--- config.mk ---
export PLATFORM = sky130hd
export DESIGN_NAME = sram_cmd_seq
export DESIGN_NICKNAME = d
export VERILOG_FILES = /design/src/logic/sram_cmd_pkg.sv /design/src/logic/sram_geom_pkg.sv /design/src/logic/sram_cmd_seq.sv
export SDC_FILE = /design/constraint.sdc
export NUM_CORES = 1
export LEC_CHECK = 0
export BUFFER_PORTS_ARGS = -buffer_cell sky130_fd_sc_hd__buf_2
export CORE_AREA = 5 5 43 59
export CTS_CLUSTER_DIAMETER = 80
export DETAILED_ROUTE_END_ITERATION = 8
export DIE_AREA = 0 0 48 64
export GPL_TIMING_DRIVEN = 0
export HOLD_SLACK_MARGIN = 0.06
export PLACE_DENSITY_LB_ADDON = 0.25
export REMOVE_ABC_BUFFERS = 1
export SYNTH_ARGS = -nofsm -noshare
export SYNTH_HDL_FRONTEND = slang
export SYNTH_SLANG_ARGS = --single-unit
--- constraint.sdc ---
create_clock -name clk -period 3.8 [get_ports clk]
set_input_delay 0.57 -clock clk [delete_from_list [all_inputs] [get_ports clk]]
set_output_delay 0.57 -clock clk [all_outputs]
set_load 0.1 [all_outputs]
--- src/logic/sram_cmd_pkg.sv ---
package sram_cmd_pkg;

  // sequencer state, one access cycle follows every acceptance
  typedef enum logic [1:0] {
    seq_idle  = 2'd0,
    seq_read  = 2'd1,
    seq_write = 2'd2
  } seq_state_t;

  // edges from read acceptance to response valid with an empty FIFO
  parameter int read_latency = 3;

  // access state entered for an accepted command
  function automatic seq_state_t access_state(input logic wr_en);
    return wr_en ? seq_write : seq_read;
  endfunction

  function automatic logic is_access(input seq_state_t state);
    return state != seq_idle;
  endfunction

  function automatic logic is_write(input seq_state_t state);
    return state == seq_write;
  endfunction

endpackage

--- src/logic/sram_geom_pkg.sv ---
package sram_geom_pkg;

  // default chip geometry, the top level passes these down as parameters
  parameter int default_addr_width = 4;
  parameter int default_data_width = 16;

  // log2 of the response FIFO depth
  // two reads can sit in the pad pipeline when ready drops at half full,
  // so eight entries leave margin beyond that
  parameter int resp_fifo_addr_width = 3;

endpackage

--- src/logic/sram_cmd_seq.sv ---
`timescale 1ns/1ps

module sram_cmd_seq #(
  parameter int addr_width = sram_geom_pkg::default_addr_width,
  parameter int data_width = sram_geom_pkg::default_data_width
) (
  input  logic                  clk,
  input  logic                  rst_n,

  input  logic                  cmd_valid,
  output logic                  cmd_ready,
  input  logic [addr_width-1:0] cmd_addr,
  input  logic                  cmd_wr_en,
  input  logic [data_width-1:0] cmd_wr_data,

  input  logic                  fifo_half_full,

  output logic [addr_width-1:0] pad_addr,
  output logic [data_width-1:0] pad_wr_data,
  output logic                  pad_wr_en,
  output logic                  pad_we_n,
  output logic                  pad_oe_n
);
  import sram_cmd_pkg::*;

  seq_state_t state;
  seq_state_t state_next;
  logic       accept;

  // only take a command when idle and the response FIFO has room
  assign cmd_ready = (state == seq_idle) && !fifo_half_full;
  assign accept    = cmd_valid && cmd_ready;

  always_comb begin
    state_next = state;
    case (state)
      seq_idle: begin
        if (accept) begin
          state_next = access_state(cmd_wr_en);
        end
      end
      seq_read: begin
        state_next = seq_idle;
      end
      seq_write: begin
        state_next = seq_idle;
      end
      default: begin
        state_next = seq_idle;
      end
    endcase
  end

  always_ff @(posedge clk) begin
    if (!rst_n) begin
      state <= seq_idle;
    end else begin
      state <= state_next;
    end
  end

  // address and write data toward the pads
  always_ff @(posedge clk) begin
    if (is_access(state_next)) begin
      pad_addr <= cmd_addr;
    end
    if (is_write(state_next)) begin
      pad_wr_data <= cmd_wr_data;
    end
  end

  // enables follow the next state
  // bus drive lasts one extra cycle so write data outlasts the rising edge of we_n
  always_ff @(posedge clk) begin
    if (!rst_n) begin
      pad_oe_n  <= 1'b1;
      pad_we_n  <= 1'b1;
      pad_wr_en <= 1'b0;
    end else begin
      pad_oe_n  <= state_next != seq_read;
      pad_we_n  <= !is_write(state_next);
      pad_wr_en <= is_write(state_next) || is_write(state);
    end
  end

  a_we_oe_excl: assert property (@(posedge clk) disable iff (!rst_n)
    pad_we_n || pad_oe_n)
    else $error("pad_we_n and pad_oe_n low together");

  a_ready_gap: assert property (@(posedge clk) disable iff (!rst_n)
    accept |=> !cmd_ready)
    else $error("cmd_ready high right after an acceptance");

endmodule

==> flow_results.org, run 1 <==
** Global route
- The via count of the first global-routing pass was 529.
- Entering global routing, the biggest net connects 17 pins.
- Global-route wire length before repair :: 2260 um
- Global-route total usage across every layer :: 0.102
- The initial antenna violation count was 0.
- GR Overflow Total :: 0

** Setup path
- The setup path with the least slack is of type register to output port.
- The worst setup path is captured at an output port.
- In this run the worst path has a maximum fanout of 3.
- Required arrival time at the worst endpoint :: 3230 ps
- Crit path arrival time :: 1290 ps
- Reg2Reg Launch Point :: state[0]
- The most critical setup path has its startpoint at state[0].
- STA classifies the critical path startpoint as a register.

** Timing
- Actual slew at the worst max-slew pin :: 494 ps
- Layout Skew :: 2.04 ps
- In the finished design, the share of the clock period the worst path needs comes to 0.490.
- In this run the tightest slew margin relative to its limit is 0.669.
- Unrepaired setup endpoints after global routing :: no
- Total negative slack :: 0 ps
- The final count of pins violating max slew is 0.
- Top achievable clock speed :: 537 MHz
- Number of endpoints with negative hold slack in the final report :: 0
- For the finished layout, the period the worst path requires is 1860 ps.
- Final setup fails :: 0

** Routing
- Routed wire length :: 1400 um
- Via count of the routed design :: 489
- For this run, design rule violations remaining after detail routing come to 0.
- For this block, the initial DRC count from the detailed router was 7.
- The detail route stage leaves a number of antenna-violating nets equal to 0.
- Via/cell ratio :: 4.49
- DR WL/cell :: 12.9 um
- First-pass iteration count of the detailed router :: 2

** Synthesis
- Adder and majority gate portion of the synthesized area :: 0
- Sequential element share of the synthesized area :: 0.885
- Sorting the synthesized cells by area gives the leading types as sky130_fd_sc_hd__edfxtp_1 (76%), sky130_fd_sc_hd__dfxtp_1 (13%), sky130_fd_sc_hd__nor4b_4 (3.0%), sky130_fd_sc_hd__nand3b_1 (1.9%), sky130_fd_sc_hd__nor3b_2 (1.6%).
- sky130_fd_sc_hd__edfxtp_1 takes more of the synthesized area than any other cell.
- Count of distinct cell types in the synthesized netlist :: 11
- Area share of the leading cell type in the synthesized netlist :: 0.758
- Of the total synthesized cell area, the portion taken by XOR and XNOR cells is 0.
- Number of instances in the synthesized netlist :: 36
- Compound-Gate Fraction of Synth Area :: 0.00948
- The Yosys step of the flow raised 0 warnings.
- Measured against the total synthesized area, the mux share comes to 0.
- Mean instance size in the synthesized netlist :: 22.0 um2
- Area share of and/or/nand/nor cells after synthesis :: 0.0964
- Summing every instance area after synthesis gives 792 um2.
- By area, the combinational part of the netlist is dominated by simple AND/OR/NAND/NOR gates.
- In this run, synthesis produced a sequential element count of 25.

** Finish
- In the final design database the tool counted 114 nets.
- Fraction of layout cells with a size suffix above 1 :: 0.625
- The repair_antennas step left the layout with diodes totalling 0.
- Final Util :: 0.556
- P&R area growth vs syn :: 37.0%

** Pwr
- Internal power :: 0.363 mW
- Of the total power, the share spent switching nets is 0.279.
- Of the total power, combinational logic draws 0.176.
- Sequential power share :: 0.611
- The analysis attributes to net switching a power of 0.140 mW.
- Summed over all cells, the static leakage comes to 0.459 nW.
- Clk pwr share :: 0.213
- The worst-case IR drop observed on VDD is 0.000260 V.
- Dividing total power by cell area gives a power density of 463 nW/um2.

** CTS
- Clock tree from TritonCTS :: yes
- TritonCTS Buffers :: 3
- Reg clk slew, reported paths :: 120 ps
- Clock Sinks :: 25
- Clock tree synthesis selected as its root buffer the cell sky130_fd_sc_hd__clkbuf_4.
- Clk_lat worst skew :: 300 ps
- Max clock buf depth :: 2
- CTS built an H-tree with a depth of 1.
- After clock tree synthesis, the flow added hold-fix buffers numbering 0.
- Buffers inserted during post-CTS setup optimization :: 0
- After clock tree synthesis, the repair step resized 0 gates.

** Floorplanning
- Core region area :: 1950 um2
- Die outline height :: 64 um
- Standard-cell rows :: 19
- The floorplan step defined a die boundary enclosing 3070 um2.
- Die width :: 48 um
- Ports :: 49
- For this configuration, the core starts out at a cell density of 0.406.

** Hold path
- Class of the tightest hold or removal check :: primary input to register
- Min-Delay Startpoint :: cmd_addr[3]

** Placement
- The congestion estimate from routability-driven global placement came to 0.618.
- After legalization and detailed placement, the total HPWL measured 1160 um.
- In this run the tool buffered the top-level ports with 48 buffer cells.

** Run
- Number of max-cap violations :: 0

** Outcome
- Run status :: finished clean
==> cells by family (layout without fill, tap and decap cells) <==
group / after synthesis / after routing
and+or+nand+nor: 8 / 8
DFF: 25 / 25
AOI/OAI and AO/OA: 1 / 1
buffers and inverters: 2 / 54
==> layer usage <==
metal  track usage  part of all wire
met3        0.0337              0.16
met2         0.171              0.47
met5             0                 0
met4        0.0606            0.0071
met1         0.103              0.35
==> path summary, 6_finish.rpt <==
path	cells past startpoint	end	slack, ps
setup / recovery	2	cmd_ready	1940
hold / removal	1	pad_addr[3]	440
setup reg to reg	2	pad_wr_data[13]	2130
hold reg to reg	2	pad_wr_en	520
==> layout by cell type (no fill, tap or decap), drive strengths merged <==
cell type,count
buf,48
dfxtp,5
clkbuf,4
nand3b,2
edfxtp,20
and3,1
nor4b,1
a211oi,1
nand3,1
inv,2
nor3,1
nor3b,1
and2,1
==> through the flow <==
step / cells / power, mW / instance area [um2] / setup slack, ps / hold slack [ps]
2_1_floorplan: 36 / 0.381 / 792 / 633 / 470
3_3_place_gp: 105 / 0.402 / 1060 / 1850 / 501
3_5_place_dp: 105 / 0.403 / 1060 / 1810 / 499
4_1_cts: 109 / 0.511 / 1080 / 1920 / 423
5_1_grt: 109 / 0.532 / 1080 / 1780 / 398
6_report: 109 / 0.503 / 1080 / 1940 / 440
==> synth_stat cells <==
cell type,count
sky130_fd_sc_hd__nand3_1,1
sky130_fd_sc_hd__dfxtp_1,5
sky130_fd_sc_hd__edfxtp_1,20
sky130_fd_sc_hd__inv_1,2
sky130_fd_sc_hd__nor4b_4,1
sky130_fd_sc_hd__and2_2,1
sky130_fd_sc_hd__nor3_1,1
sky130_fd_sc_hd__nand3b_1,2
sky130_fd_sc_hd__a211oi_1,1
sky130_fd_sc_hd__nor3b_2,1
sky130_fd_sc_hd__and3_2,1
==> power groups by stage <==
stage,clock [mW],sequential (mW),combinational [mW]
6_report,0.107,0.307,0.0886
5_1_grt,0.131,0.308,0.0930
4_1_cts,0.115,0.307,0.0896
3_5_place_dp,0,0.313,0.0895
3_3_place_gp,0,0.313,0.0886
2_1_floorplan,0,0.368,0.0127
==> area by class of cell <==
type                            count  area, um2
Fill cell                         171        865
Sequential cell                    25        701
Timing Repair Buffer               48        240
Multi-Input combinational cell      9       83.8
Clock buffer                        4       26.3
Tap cell                           21       26.3
Inverter                            2       7.51
==> flip-flops by register name, indices dropped and copies added, names as in the netlist <==
register and count:
pad_oe_n 1, pad_wr_en 1, pad_addr 4, pad_wr_data 16, pad_we_n 1, state 2
==> critical path, cell delays in order, from the launching register on <==
cell and delay (ps):
sky130_fd_sc_hd__dfxtp_1 370, sky130_fd_sc_hd__nor3_1 180, sky130_fd_sc_hd__buf_2 450
Power figures use the tool's default switching activity.
==> run 2: changes to the inputs <==
--- a/config.mk
+++ b/config.mk
@@ -6,10 +6,10 @@
 export NUM_CORES = 1
 export LEC_CHECK = 0
 export BUFFER_PORTS_ARGS = -buffer_cell sky130_fd_sc_hd__buf_2
-export CORE_AREA = 5 5 43 59
+export CORE_AREA = 5 5 44 61
 export CTS_CLUSTER_DIAMETER = 80
 export DETAILED_ROUTE_END_ITERATION = 8
-export DIE_AREA = 0 0 48 64
+export DIE_AREA = 0 0 49 66
 export GPL_TIMING_DRIVEN = 0
 export HOLD_SLACK_MARGIN = 0.06
 export PLACE_DENSITY_LB_ADDON = 0.25
==> constraint.sdc (replaced) <==
create_clock -name clk -period 1.8 [get_ports clk]
set_input_delay 0.27 -clock clk [delete_from_list [all_inputs] [get_ports clk]]
set_output_delay 0.27 -clock clk [all_outputs]
set_load 0.1 [all_outputs]
==> flow_results.org, run 2 (same netlist as run 1, synthesis figures left out) <==
** Global route
- Number of global-route vias before repair :: 520
- Entering global routing, the biggest net connects 17 pins.
- Summed over all layers, the global routing overflow is 0.
- The initial antenna violation count is 0.
- Global-route total usage across every layer :: 0.100
- Global-route wire length before repair :: 2390 um

** Timing
- Layout Skew :: 2.42 ps
- The count of final hold-check violations was 0.
- Final period demand of the worst path :: 1660 ps
- For this run, the top clock speed supported by timing is 601 MHz.
- Final count of pins violating max slew :: 0
- Setup total negative slack on the finished layout was measured at 0 ps.
- Share of the clock period used by the worst path after layout :: 0.924
- The worst pin sits at a relative slew slack of 0.679.
- Actual slew at the worst max-slew pin :: 479 ps
- Setup repair after global routing left no endpoint under its margin.
- Setup violations remaining at the end of the flow were counted as 0.

** Finish
- Once layout is complete, the cells apart from fillers number 110.
- The top cell types in the final layout, fill and taps aside, are sky130_fd_sc_hd__buf_2 (48), sky130_fd_sc_hd__edfxtp_1 (20), sky130_fd_sc_hd__dfxtp_1 (5).
- Of the cells placed in the final design, the portion with a size suffix greater than 1 is 0.625.
- 0 antenna diodes ended up in the layout.
- Leaving out fill and tap cells, the most frequent cell in the layout is sky130_fd_sc_hd__buf_2.
- The register with the most flip-flops in the layout has 16 of them.
- The layout has 207 filler cells.
- Largest registers in the final layout :: pad_wr_data (16), pad_addr (4), state (2)
- P&R area growth vs syn :: 37.1%
- The net count of the finished layout is 114.
- Register with the most flip-flops :: pad_wr_data

** CTS
- Gates resized during post-CTS repair numbered 0.
- Clk_lat worst skew :: 310 ps
- Clock tree synthesis found a total of 25 sinks.
- After clock tree synthesis, the clock-pin slew on the worst setup and hold paths is 130 ps.
- For this design, the CTS-stage hold fixing added 0 buffers.
- Clock tree synthesis inserted a total of 3 buffers.
- Clock tree from TritonCTS :: yes
- The root buffer cell chosen for the clock tree is sky130_fd_sc_hd__clkbuf_4.
- Buffers inserted during post-CTS setup optimization :: 0
- In this run the number of H-tree levels came out at 1.
- The longest clock path from root to sink contains 2 buffers.

** Floorplanning
- The floorplan step set the die width to 49 um.
- Standard-cell rows :: 20
- Total die area :: 3230 um2
- In this run the standard cell core region covers 2100 um2.
- 49 I/O pins were placed.
- For this configuration, the core starts out at a cell density of 0.377.
- Die outline height :: 66 um

** Routing
- The routed layout has 507 vias.
- Total DRC errors in the routed layout :: 0
- Wires add up to 1540 um.
- Before antenna repair, the detailed router went through 4 iterations.
- Via/cell ratio :: 4.61
- After detailed routing, the average wire length per cell comes to 14.0 um.
- After the first detailed-routing iteration, the DRC count stood at 5.
- Remaining antenna violation count :: 0

** Placement
- Total half-perimeter wirelength after legalization and detailed placement :: 1250 um
- Routability-driven placement finished with a final weighted congestion of 0.672.
- Placed Instances :: 106
- Buffers placed on the I/O ports in this run total 48.

** Setup path
- Critical Path Fanout Max :: 16
- For the worst setup path, the data arrival time is 1650 ps.
- Required arrival time at the worst endpoint :: 1790 ps
- STA classifies the critical path startpoint as a register.
- Critical path class :: register to register
- STA classifies the critical path endpoint as a register.

** Pwr
- P per Cell Area :: 993 nW/um2
- For this design the static power due to leakage is 0.459 nW.
- IR analysis of the VDD net gives a maximum drop of 0.000611 V.

** Run
- Number of max-cap violations :: 0

** Outcome
- The run finished with clean final reports.

** Hold path
- The tightest min-delay check is of the primary input to register type.
-- run 2: cell counts in the layout (fill, tap and decap cells not counted) --
Identical to the previous run, type by type.
-- run 2: worst paths after layout --
kind	slack, ps	end	cells past startpoint	startpoint
min	130	pad_addr[0]	1	cmd_addr[0]
max reg2reg	140	pad_wr_data[7]	2	state[0]
max	140	pad_wr_data[7]	2	state[0]
min reg2reg	520	pad_wr_en	1	state[0]
-- run 2: stage by stage --
step           instance area [um2]  total power [mW]  setup WS (ps)   util  hold WS, ps
5_1_grt                       1090              1.13          0.639  0.517         89.7
3_3_place_gp                  1060             0.848            155  0.504          447
4_1_cts                       1090              1.09            108  0.517          117
3_5_place_dp                  1060             0.852            113  0.504          449
6_report                      1090              1.08            136  0.517          126
2_1_floorplan                  792             0.803           -877      -          340
-- run 2: power breakdown --
group	total, mW	switching (mW)	leakage [nW]	internal [mW]
clock network	0.242	0.156	0.0150	0.0864
registers	0.649	0.00503	0.225	0.644
logic	0.188	0.152	0.219	0.0358
-- run 2: metal layers --
metal,wire length (um),track usage
met2,753,0.162
met5,0,0
met1,548,0.102
met4,14,0.0707
met3,220,0.0451
-- run 2: layout make-up --
type,count,area [um2],share of cell area
Timing Repair Buffer,48,240,0.221
Tap cell,22,27.5,0.0253
Multi-Input combinational cell,9,83.8,0.0772
Clock buffer,4,26.3,0.0242
Sequential cell,25,701,0.645
Inverter,2,7.51,0.00691
-- run 2: worst max-delay path, cell delays in order (launching register included) --
cell                      delay [ps]
sky130_fd_sc_hd__dfxtp_1         370
sky130_fd_sc_hd__nor4b_4         510
sky130_fd_sc_hd__and2_2          460
