===== src/logic/sram_geom_pkg.sv =====
package sram_geom_pkg;

  // default chip geometry, the top level passes these down as parameters
  parameter int default_addr_width = 4;
  parameter int default_data_width = 16;

  // log2 of the response FIFO depth
  // two reads can sit in the pad pipeline when ready drops at half full,
  // so eight entries leave margin beyond that
  parameter int resp_fifo_addr_width = 3;

endpackage


===== src/logic/sram_resp_fifo.sv =====
`timescale 1ns/1ps

module sram_resp_fifo #(
  parameter int data_width      = sram_geom_pkg::default_data_width,
  parameter int fifo_addr_width = sram_geom_pkg::resp_fifo_addr_width
) (
  input  logic                  clk,
  input  logic                  rst_n,

  input  logic                  w_inc,
  input  logic [data_width-1:0] w_data,
  output logic                  half_full,

  input  logic                  r_inc,
  output logic [data_width-1:0] r_data,
  output logic                  r_empty
);

  localparam int depth = 1 << fifo_addr_width;
  localparam logic [fifo_addr_width:0] full_level = (fifo_addr_width + 1)'(depth);
  localparam logic [fifo_addr_width:0] half_level = (fifo_addr_width + 1)'(depth / 2);

  logic [data_width-1:0]    mem [depth];
  logic [fifo_addr_width:0] w_ptr;
  logic [fifo_addr_width:0] r_ptr;
  logic [fifo_addr_width:0] count;
  logic                     full;

  // pointers carry one extra bit so full and empty differ
  assign count     = w_ptr - r_ptr;
  assign full      = count == full_level;
  assign half_full = count >= half_level;
  assign r_empty   = w_ptr == r_ptr;

  // head entry is presented directly
  assign r_data = mem[r_ptr[fifo_addr_width-1:0]];

  always_ff @(posedge clk) begin
    if (w_inc) begin
      mem[w_ptr[fifo_addr_width-1:0]] <= w_data;
    end
  end

  always_ff @(posedge clk) begin
    if (!rst_n) begin
      w_ptr <= '0;
    end else if (w_inc) begin
      w_ptr <= w_ptr + 1'b1;
    end
  end

  always_ff @(posedge clk) begin
    if (!rst_n) begin
      r_ptr <= '0;
    end else if (r_inc) begin
      r_ptr <= r_ptr + 1'b1;
    end
  end

  // reads in flight rely on the sequencer stopping at half full
  a_no_overflow: assert property (@(posedge clk) disable iff (!rst_n)
    w_inc |-> !full)
    else $error("response FIFO written while full");

  a_no_underflow: assert property (@(posedge clk) disable iff (!rst_n)
    r_inc |-> !r_empty)
    else $error("response FIFO read while empty");

endmodule


===== config.mk =====
export PLATFORM = sky130hd
export DESIGN_NAME = sram_resp_fifo
export DESIGN_NICKNAME = d
export VERILOG_FILES = /design/src/logic/sram_geom_pkg.sv /design/src/logic/sram_resp_fifo.sv
export SDC_FILE = /design/constraint.sdc
export NUM_CORES = 1
export LEC_CHECK = 0
export BUFFER_PORTS_ARGS = -buffer_cell sky130_fd_sc_hd__buf_2
export CAP_MARGIN = 5
export CORE_ASPECT_RATIO = 0.6
export CORE_MARGIN = 3
export CORE_UTILIZATION = 28
export DETAILED_ROUTE_END_ITERATION = 10
export PLACE_DENSITY = 0.44
export SYNTH_ARGS = -nofsm -noshare
export SYNTH_HDL_FRONTEND = slang
export SYNTH_SLANG_ARGS = --single-unit

===== constraint.sdc =====
create_clock -name clk -period 4.3 [get_ports clk]
set_clock_uncertainty 0.1 [all_clocks]
set_input_delay 0.86 -clock clk [delete_from_list [all_inputs] [get_ports clk]]
set_output_delay 0.86 -clock clk [all_outputs]
set_load 0.005 [all_outputs]

==> results of run 1 <==
## layout make-up
class / instances / area (um^2)
clock buffers: 19 / 432.9
clock inverters: 13 / 142.6
fillers: 1729 / 12000
inverters: 4 / 15.01
multi-input cells: 95 / 1340
flip-flops and latches: 139 / 4065
well taps: 260 / 325.3
repair buffers: 48 / 267.8
## cells in the mapped netlist
master and n:
a21boi_0 2, inv_1 4, xnor2_1 5, nand2b_1 3, buf_1 2, nand2_1 7, nor2b_1 2, o21ai_0 1
a21oi_1 1, nor3_1 2, clkbuf_1 2, a2bb2oi_1 1, buf_6 4, or3_1 1, ha_1 5, nor2_1 7
clkbuf_2 1, a211oi_1 1, mux2_2 16, mux2i_1 2, xor2_1 1, nand4_1 1, edfxtp_1 128, and2_1 5
mux4_2 4, mux4_1 28, dfxtp_1 11
## per-layer routing
metal	wire length, um	GRT usage
met1	5410	0.1464
met2	5028	0.1674
met3	355	0.03487
met4	48	0.02567
met5	7	0
## state kept, by name (all words and copies together) (netlist names), named ones only
register	cells
mem	128
r_ptr	4
w_ptr	4
## cells by family after synthesis
logic type	synth area share
xor gates and xnor gates	0.009618
buffers and inverters	0.01465
AOI/OAI and AO/OA	0.007555
muxes	0.1878
DFF	0.7438
and+or+nand+nor	0.02519
adders and majority gates	0.01145
## critical path, stage by stage (launching register included)
cell     delay (ns)
dfxtp_2        0.69
buf_4          0.30
mux4_1         0.60
mux2_2         0.28
buf_2          0.13
## power breakdown
part / switching [mW] / internal, mW
clock: 0.554 / 0.857
combinational: 0.0866 / 0.105
sequential: 0.0257 / 1.51
## per-stage QoR
| stage | power, mW | instance area [um^2] | util |
|---|---|---|---|
| 3_3_place_gp | 1.757 | 6013 | 0.3235 |
| 5_1_grt | 3.269 | 6589 | 0.3544 |
| 2_1_floorplan | 1.673 | 5464 | - |
| 6_report | 3.135 | 6589 | 0.3544 |
| 3_5_place_dp | 1.761 | 6013 | 0.3235 |
| 4_1_cts | 3.180 | 6589 | 0.3544 |
## worst min path at each step
stage                       endpoint  cells past startpoint  slack (ns)                   from
2_1_floorplan  w_ptr[3]$_SDFFE_PN0P_                      2        0.38  w_ptr[3]$_SDFFE_PN0P_
3_3_place_gp   w_ptr[3]$_SDFFE_PN0P_                      2        0.39  w_ptr[3]$_SDFFE_PN0P_
3_5_place_dp   w_ptr[3]$_SDFFE_PN0P_                      2        0.40  w_ptr[3]$_SDFFE_PN0P_
4_1_cts        w_ptr[3]$_SDFFE_PN0P_                      2        0.41  w_ptr[3]$_SDFFE_PN0P_
5_1_grt        w_ptr[3]$_SDFFE_PN0P_                      2        0.44  w_ptr[3]$_SDFFE_PN0P_
6_report       w_ptr[3]$_SDFFE_PN0P_                      2        0.41  w_ptr[3]$_SDFFE_PN0P_
==> summary.md, run 1 <==
| Metric | Value |
|---|---|
| Post-Place Cells | `546` |
| Critical Path Sink | `r_data[11]` |
| Achievable Freq | `0.2967 GHz` |
| Max-slew violation count | `0` |
| Post-CTS Resized | `0` |
| Mapped Cells | `247` |
| Main area contributors after synthesis | `edfxtp_1, mux4_1, dfxtp_1, mux2_2, mux4_2` |
| Vias | `2457` |
| I/O pin count | `38` |
| Initial core utilization | `0.2939` |
| Max Cap Viol | `0` |
| Hold Buf Count CTS | `0` |
| Commonest non-fill, non-tap cells in the layout | `edfxtp_1, buf_2, mux4_1` |
| # port buffers | `37` |
| Syn. warnings | `0` |
| Grt ovf | `0` |
| Clock Tree Buf Depth | `2` |
| Commonest non-fill, non-tap cell in the layout | `edfxtp_1` |
| Clock root buffer | `clkbuf_16` |
| Synth cell types | `27` |
| Mean Syn Cell Area | `22.12 um^2` |
| Cell row count | `38` |
| Setup bufs post-CTS | `0` |
| Hold Path Class | `reg2reg` |
| Setup WS pre-CTS | `1.291 ns` |
| Detailed Place HPWL | `6224 um` |
| Endpoints failing hold | `0` |
| Clock Latency Late Sink | `0.40 ns` |
| Unrepaired setup endpoints after global routing | `no` |
| DRC Markers | `0` |
| ANT nets after route | `0` |
| Largest net degree at the start of global routing | `33` |
| Initial antenna violation count | `1` |
| Top-area cell type share of the netlist area | `0.7035` |
| Clk slew on worst S/H paths | `0.06 ns` |
| R2R cell count | `3` |
| Count of clock tree sinks | `139` |
| TNS Setup | `0 ns` |
| R2R Path End | `mem[6][4]$_DFFE_PP_` |
| R2R Setup Slk | `2.70 ns` |
| Worst-margin pin slew | `1.044 ns` |
| Worst Setup Start Kind | `register` |
| Final Net Count | `330` |
| Num CTS Buffers | `17` |
| Seq/Total Area, Yosys | `0.7438` |
| RD Place Congestion | `0.6985` |
| CTS tree | `yes` |
| Crit share post-route | `0.7838` |
| Avg WL per Cell | `18.77 um` |
| Hold_ws | `0.4126 ns` |
| WS Path Type | `reg2out` |
| Die height | `114.2 um` |
| Area leader, netlist | `edfxtp_1` |
| Vias per Instance | `4.251` |
| DR iter-0 viols | `124` |
| Share of layout cells above drive strength 1 | `0.3302` |
| Final cell count without fillers | `578` |
| Vias in the first global route | `2614` |
| Slew HR | `0.3031` |
| Static leakage | `2.192 nW` |
| Diode count | `0` |
| Die X | `186.3 um` |
| Final min period | `3.371 ns` |
| 1st-pass router iterations | `5` |
| Area grow syn2layout | `20.59%` |
| Critical Path RT | `3.34 ns` |
| Setup ws final | `0.9295 ns` |
| Htree depth | `4` |
| Mapped cell area | `5464 um^2` |
| Crit. End Element | `primary output` |
| CP arrival | `2.41 ns` |
| Number of synthesized register bits | `139` |
| Global-route wire length before repair | `16440 um` |
| Core footprint | `18590 um^2` |
| Routed WL | `10850 um` |
| Power Dens Cells | `475.8 nW/um^2` |
| Setup violators final | `0` |
| Worst r2r src | `w_ptr[1]$_SDFFE_PN0P_` |
| Syn nets | `272` |
| Die Footprint | `21280 um^2` |
| Status | `completed` |
| CP Max Fanout | `18` |
| Gr usage total | `0.1070` |
| Maximum vdd drop | `228.0 uV` |
(Power assumes the default switching activity.)
==> run 2, diff against run 1 <==
--- a/config.mk
+++ b/config.mk
@@ -5,13 +5,14 @@
 export SDC_FILE = /design/constraint.sdc
 export NUM_CORES = 1
 export LEC_CHECK = 0
+export ABC_AREA = 1
 export BUFFER_PORTS_ARGS = -buffer_cell sky130_fd_sc_hd__buf_2
 export CAP_MARGIN = 5
 export CORE_ASPECT_RATIO = 0.6
 export CORE_MARGIN = 3
 export CORE_UTILIZATION = 28
 export DETAILED_ROUTE_END_ITERATION = 10
-export PLACE_DENSITY = 0.44
+export PLACE_DENSITY = 0.45
 export SYNTH_ARGS = -nofsm -noshare
 export SYNTH_HDL_FRONTEND = slang
 export SYNTH_SLANG_ARGS = --single-unit
==> constraint.sdc (replaced) <==
create_clock -name clk -period 3 [get_ports clk]
set_clock_uncertainty 0.1 [all_clocks]
set_input_delay 0.6 -clock clk [delete_from_list [all_inputs] [get_ports clk]]
set_output_delay 0.6 -clock clk [all_outputs]
set_load 0.005 [all_outputs]
==> run 2 against run 1 <==
Net effect: critical path depth rose by 3; sequential power rose by 42%; core utilization fell by 1.2 points; non-clock buffer count rose by 4; die area rose by 12%; first-iteration DRC count rose by 100%; clock power rose by 57%; synthesized area rose by 13%; largest power group is now the clock network.
==> summary.md, run 2 <==
| Metric | Value |
|---|---|
| Post-CTS Resized | `0 (unchanged)` |
| Diode count | `0 (unchanged)` |
| Hold_ws | `0.3532 ns (-0.05940 ns)` |
| Seq/Total Area, Yosys | `0.6588 (-0.08494)` |
| Largest net degree at the start of global routing | `65 (+97%)` |
| Share of layout cells above drive strength 1 | `0.1286 (-0.2016)` |
| Fill cells | `2168 (+25%)` |
| Static leakage | `3.309 nW (+51%)` |
| Grt ovf | `0 (unchanged)` |
| WS Path Type | `reg2out` |
| Hold Buf Count CTS | `0 (unchanged)` |
| Count of clock tree sinks | `139 (unchanged)` |
| Multi-input logic area | `1413 um^2 (+5.4%)` |
| Die X | `197.6 um (+6.0%)` |
| Final core utilization | `0.3421 (-0.01237)` |
| Commonest non-fill, non-tap cell in the layout | `nand2_1` |
| Int Pwr | `3.700 mW (+50%)` |
| Clk slew on worst S/H paths | `0.06 ns (about the same)` |
| I/O pin count | `38 (unchanged)` |
| Clock Tree Buf Depth | `2 (unchanged)` |
| Reg area | `4065 um^2 (unchanged)` |
| Status | `completed` |
| Avg WL per Cell | `14.36 um (-23%)` |
| Mapped cell area | `6168 um^2 (+13%)` |
| Vias per Instance | `4.136 (-2.7%)` |
| Setup bufs post-CTS | `0 (unchanged)` |
| Global-route wire length before repair | `22140 um (+35%)` |
| Maximum vdd drop | `389.8 uV (+71%)` |
| Syn nets | `664 (+140%)` |
| Largest register FFs | `128 (unchanged)` |
| Endpoints failing hold | `0 (unchanged)` |
| Routed WL | `14060 um (+30%)` |
| Area leader, netlist | `edfxtp_1` |
| Setup WS pre-CTS | `0.8319 ns (-0.4589 ns)` |
| Seq pwr share | `0.457 (-0.032)` |
| Total power | `4.758 mW (+52%)` |
| Worst Setup Start Kind | `register` |
| Cell row count | `41 (+7.9%)` |
| Mean Syn Cell Area | `9.653 um^2 (-56%)` |
| Initial antenna violation count | `2 (+1)` |
| TNS Setup | `0 ns (unchanged)` |
| Main area contributors after synthesis | `edfxtp_1, nand2_1, inv_1, nand3_1, dfxtp_1` |
| Slew HR | `0.4909 (+0.1878)` |
| Gr usage total | `0.1243 (+0.01728)` |
| Num CTS Buffers | `17 (unchanged)` |
| Critical Path Slowest Stage Cell | `buf_4` |
| Htree depth | `4 (unchanged)` |
| Unrepaired setup endpoints after global routing | `no` |
| Initial core utilization | `0.2890 (-0.004868)` |
| Die Footprint | `23910 um^2 (+12%)` |
| Area grow syn2layout | `18.34%` |
| Final cell count without fillers | `979 (+69%)` |
| Setup ws final | `0.4137 ns (-0.5158 ns)` |
| Post-synth top cells | `nand2_1, inv_1, edfxtp_1` |
| Asr flop ratio synth | `0 (unchanged)` |
| Placed cell area | `6678 um^2 (+11%)` |
| Final Net Count | `712 (+120%)` |
| Commonest non-fill, non-tap cells in the layout | `nand2_1, inv_1, edfxtp_1` |
| Clock root buffer | `clkbuf_16` |
| Slowest stage delay, CP | `0.56 ns (-0.13 ns)` |
| # port buffers | `37 (unchanged)` |
| Post-Place Cells | `947 (+73%)` |
| Vias | `4049 (+65%)` |
| Synth cell types | `15 (-44%)` |
| Top-area cell type share of the netlist area | `0.6231 (-0.08033)` |
| CP Max Fanout | `64 (+46)` |
| Critical Path RT | `2.30 ns (-1.04 ns)` |
| NetSw | `1.059 mW (+59%)` |
| RD Place Congestion | `0.7293 (+4.4%)` |
| Detailed Place HPWL | `8117 um (+30%)` |
| Sw frac | `0.2225 (+0.01004)` |
| CTS tree | `yes` |
| Achievable Freq | `0.3866 GHz` |
| Clock Latency Late Sink | `0.41 ns (about the same)` |
| Max Cap Viol | `0 (unchanged)` |
| Syn. warnings | `0 (unchanged)` |
| DRC Markers | `0 (unchanged)` |
| Max-slew violation count | `0 (unchanged)` |
| Clock power frac | `0.465 (+0.015)` |
| Most frequent cell after synthesis | `nand2_1` |
| Worst-margin pin slew | `0.7628 ns (-0.2811 ns)` |
| Hold Path Class | `in2reg` |
| Mapped Cells | `639 (+160%)` |
| Fin area | `7300 um^2 (+11%)` |
| Power Dens Cells | `651.9 nW/um^2 (+37%)` |
| Setup violators final | `0 (unchanged)` |
| ANT nets after route | `0 (unchanged)` |
| Comb pwr share | `0.078 (+0.017)` |
| Vias in the first global route | `3880 (+48%)` |
| Crit-path cells | `buf_4 -> nand2_1 -> nand3_1 -> nand2_1 -> nand2_1 -> nand2_1 -> buf_2` |
| Core footprint | `21340 um^2 (+15%)` |
| Number of synthesized register bits | `139 (unchanged)` |
| Final min period | `2.586 ns` |
| 1st-pass router iterations | `4 (-1)` |
| Post-synth EDFFs | `128 (unchanged)` |
| Top FF cell, synth | `edfxtp_1` |
| Most used cell, CP | `nand2_1` |
| DR iter-0 viols | `251 (+100%)` |
| Crit share post-route | `0.8621` |
| R2R Setup Slk | `1.17 ns (-1.53 ns)` |
| CP arrival | `1.89 ns (-0.52 ns)` |
| Crit. End Element | `primary output` |
| Die height | `121.0 um (+5.9%)` |
[run 2: metal layers]
metal	vias to the layer above	share of wire	GRT usage
li1	2078	-	-
met5	-	0.0018	0
met1	1882	0.50	0.1711
met4	4	0.0085	0.03754
met3	16	0.044	0.03357
met2	69	0.44	0.1929
[run 2: cells by family after synthesis]
group | Yosys count | synth area share
AO/OA/AOI/OAI | 12 | 0.01014
adder cells (fa/ha/maj) | 5 | 0.01014
buffers and inverters | 167 | 0.1150
flip-flops | 139 | 0.6588
AND/OR/NAND/NOR | 316 | 0.2059
[run 2: path summary, 6_finish.rpt]
check | from | to | cells past startpoint
min reg2reg | w_ptr[0]$_SDFFE_PN0P_ | w_ptr[0]$_SDFFE_PN0P_ | 2
max | register | r_data[6] | 7
min | w_data[9] | mem[2][9]$_DFFE_PP_ | 1
max reg2reg | w_ptr[1]$_SDFFE_PN0P_ | mem[6][14]$_DFFE_PP_ | 3
[run 2: layout make-up]
class,count,share of cell area
flip-flops and latches,139,0.5569
inverters,144,0.07405
multi-input cells,333,0.1935
repair buffers,52,0.04251
clock inverters,11,0.02348
clock buffers,21,0.06171
well taps,279,0.04782
[run 2: power by group through the flow]
stage / clock network [mW] / registers, mW / logic [mW]
3_5_place_dp: 0 / 2.22 / 0.378
3_3_place_gp: 0 / 2.22 / 0.373
6_report: 2.21 / 2.18 / 0.369
5_1_grt: 2.35 / 2.18 / 0.429
4_1_cts: 2.26 / 2.18 / 0.379
2_1_floorplan: 0 / 2.21 / 0.235
[run 2: worst max-delay path: cells and delay by family (launching register included)]
family | cells | cell delay [ns]
buffers and inverters | 2 | 0.69
AND/OR/NAND/NOR | 5 | 0.44
flip-flops | 1 | 0.33
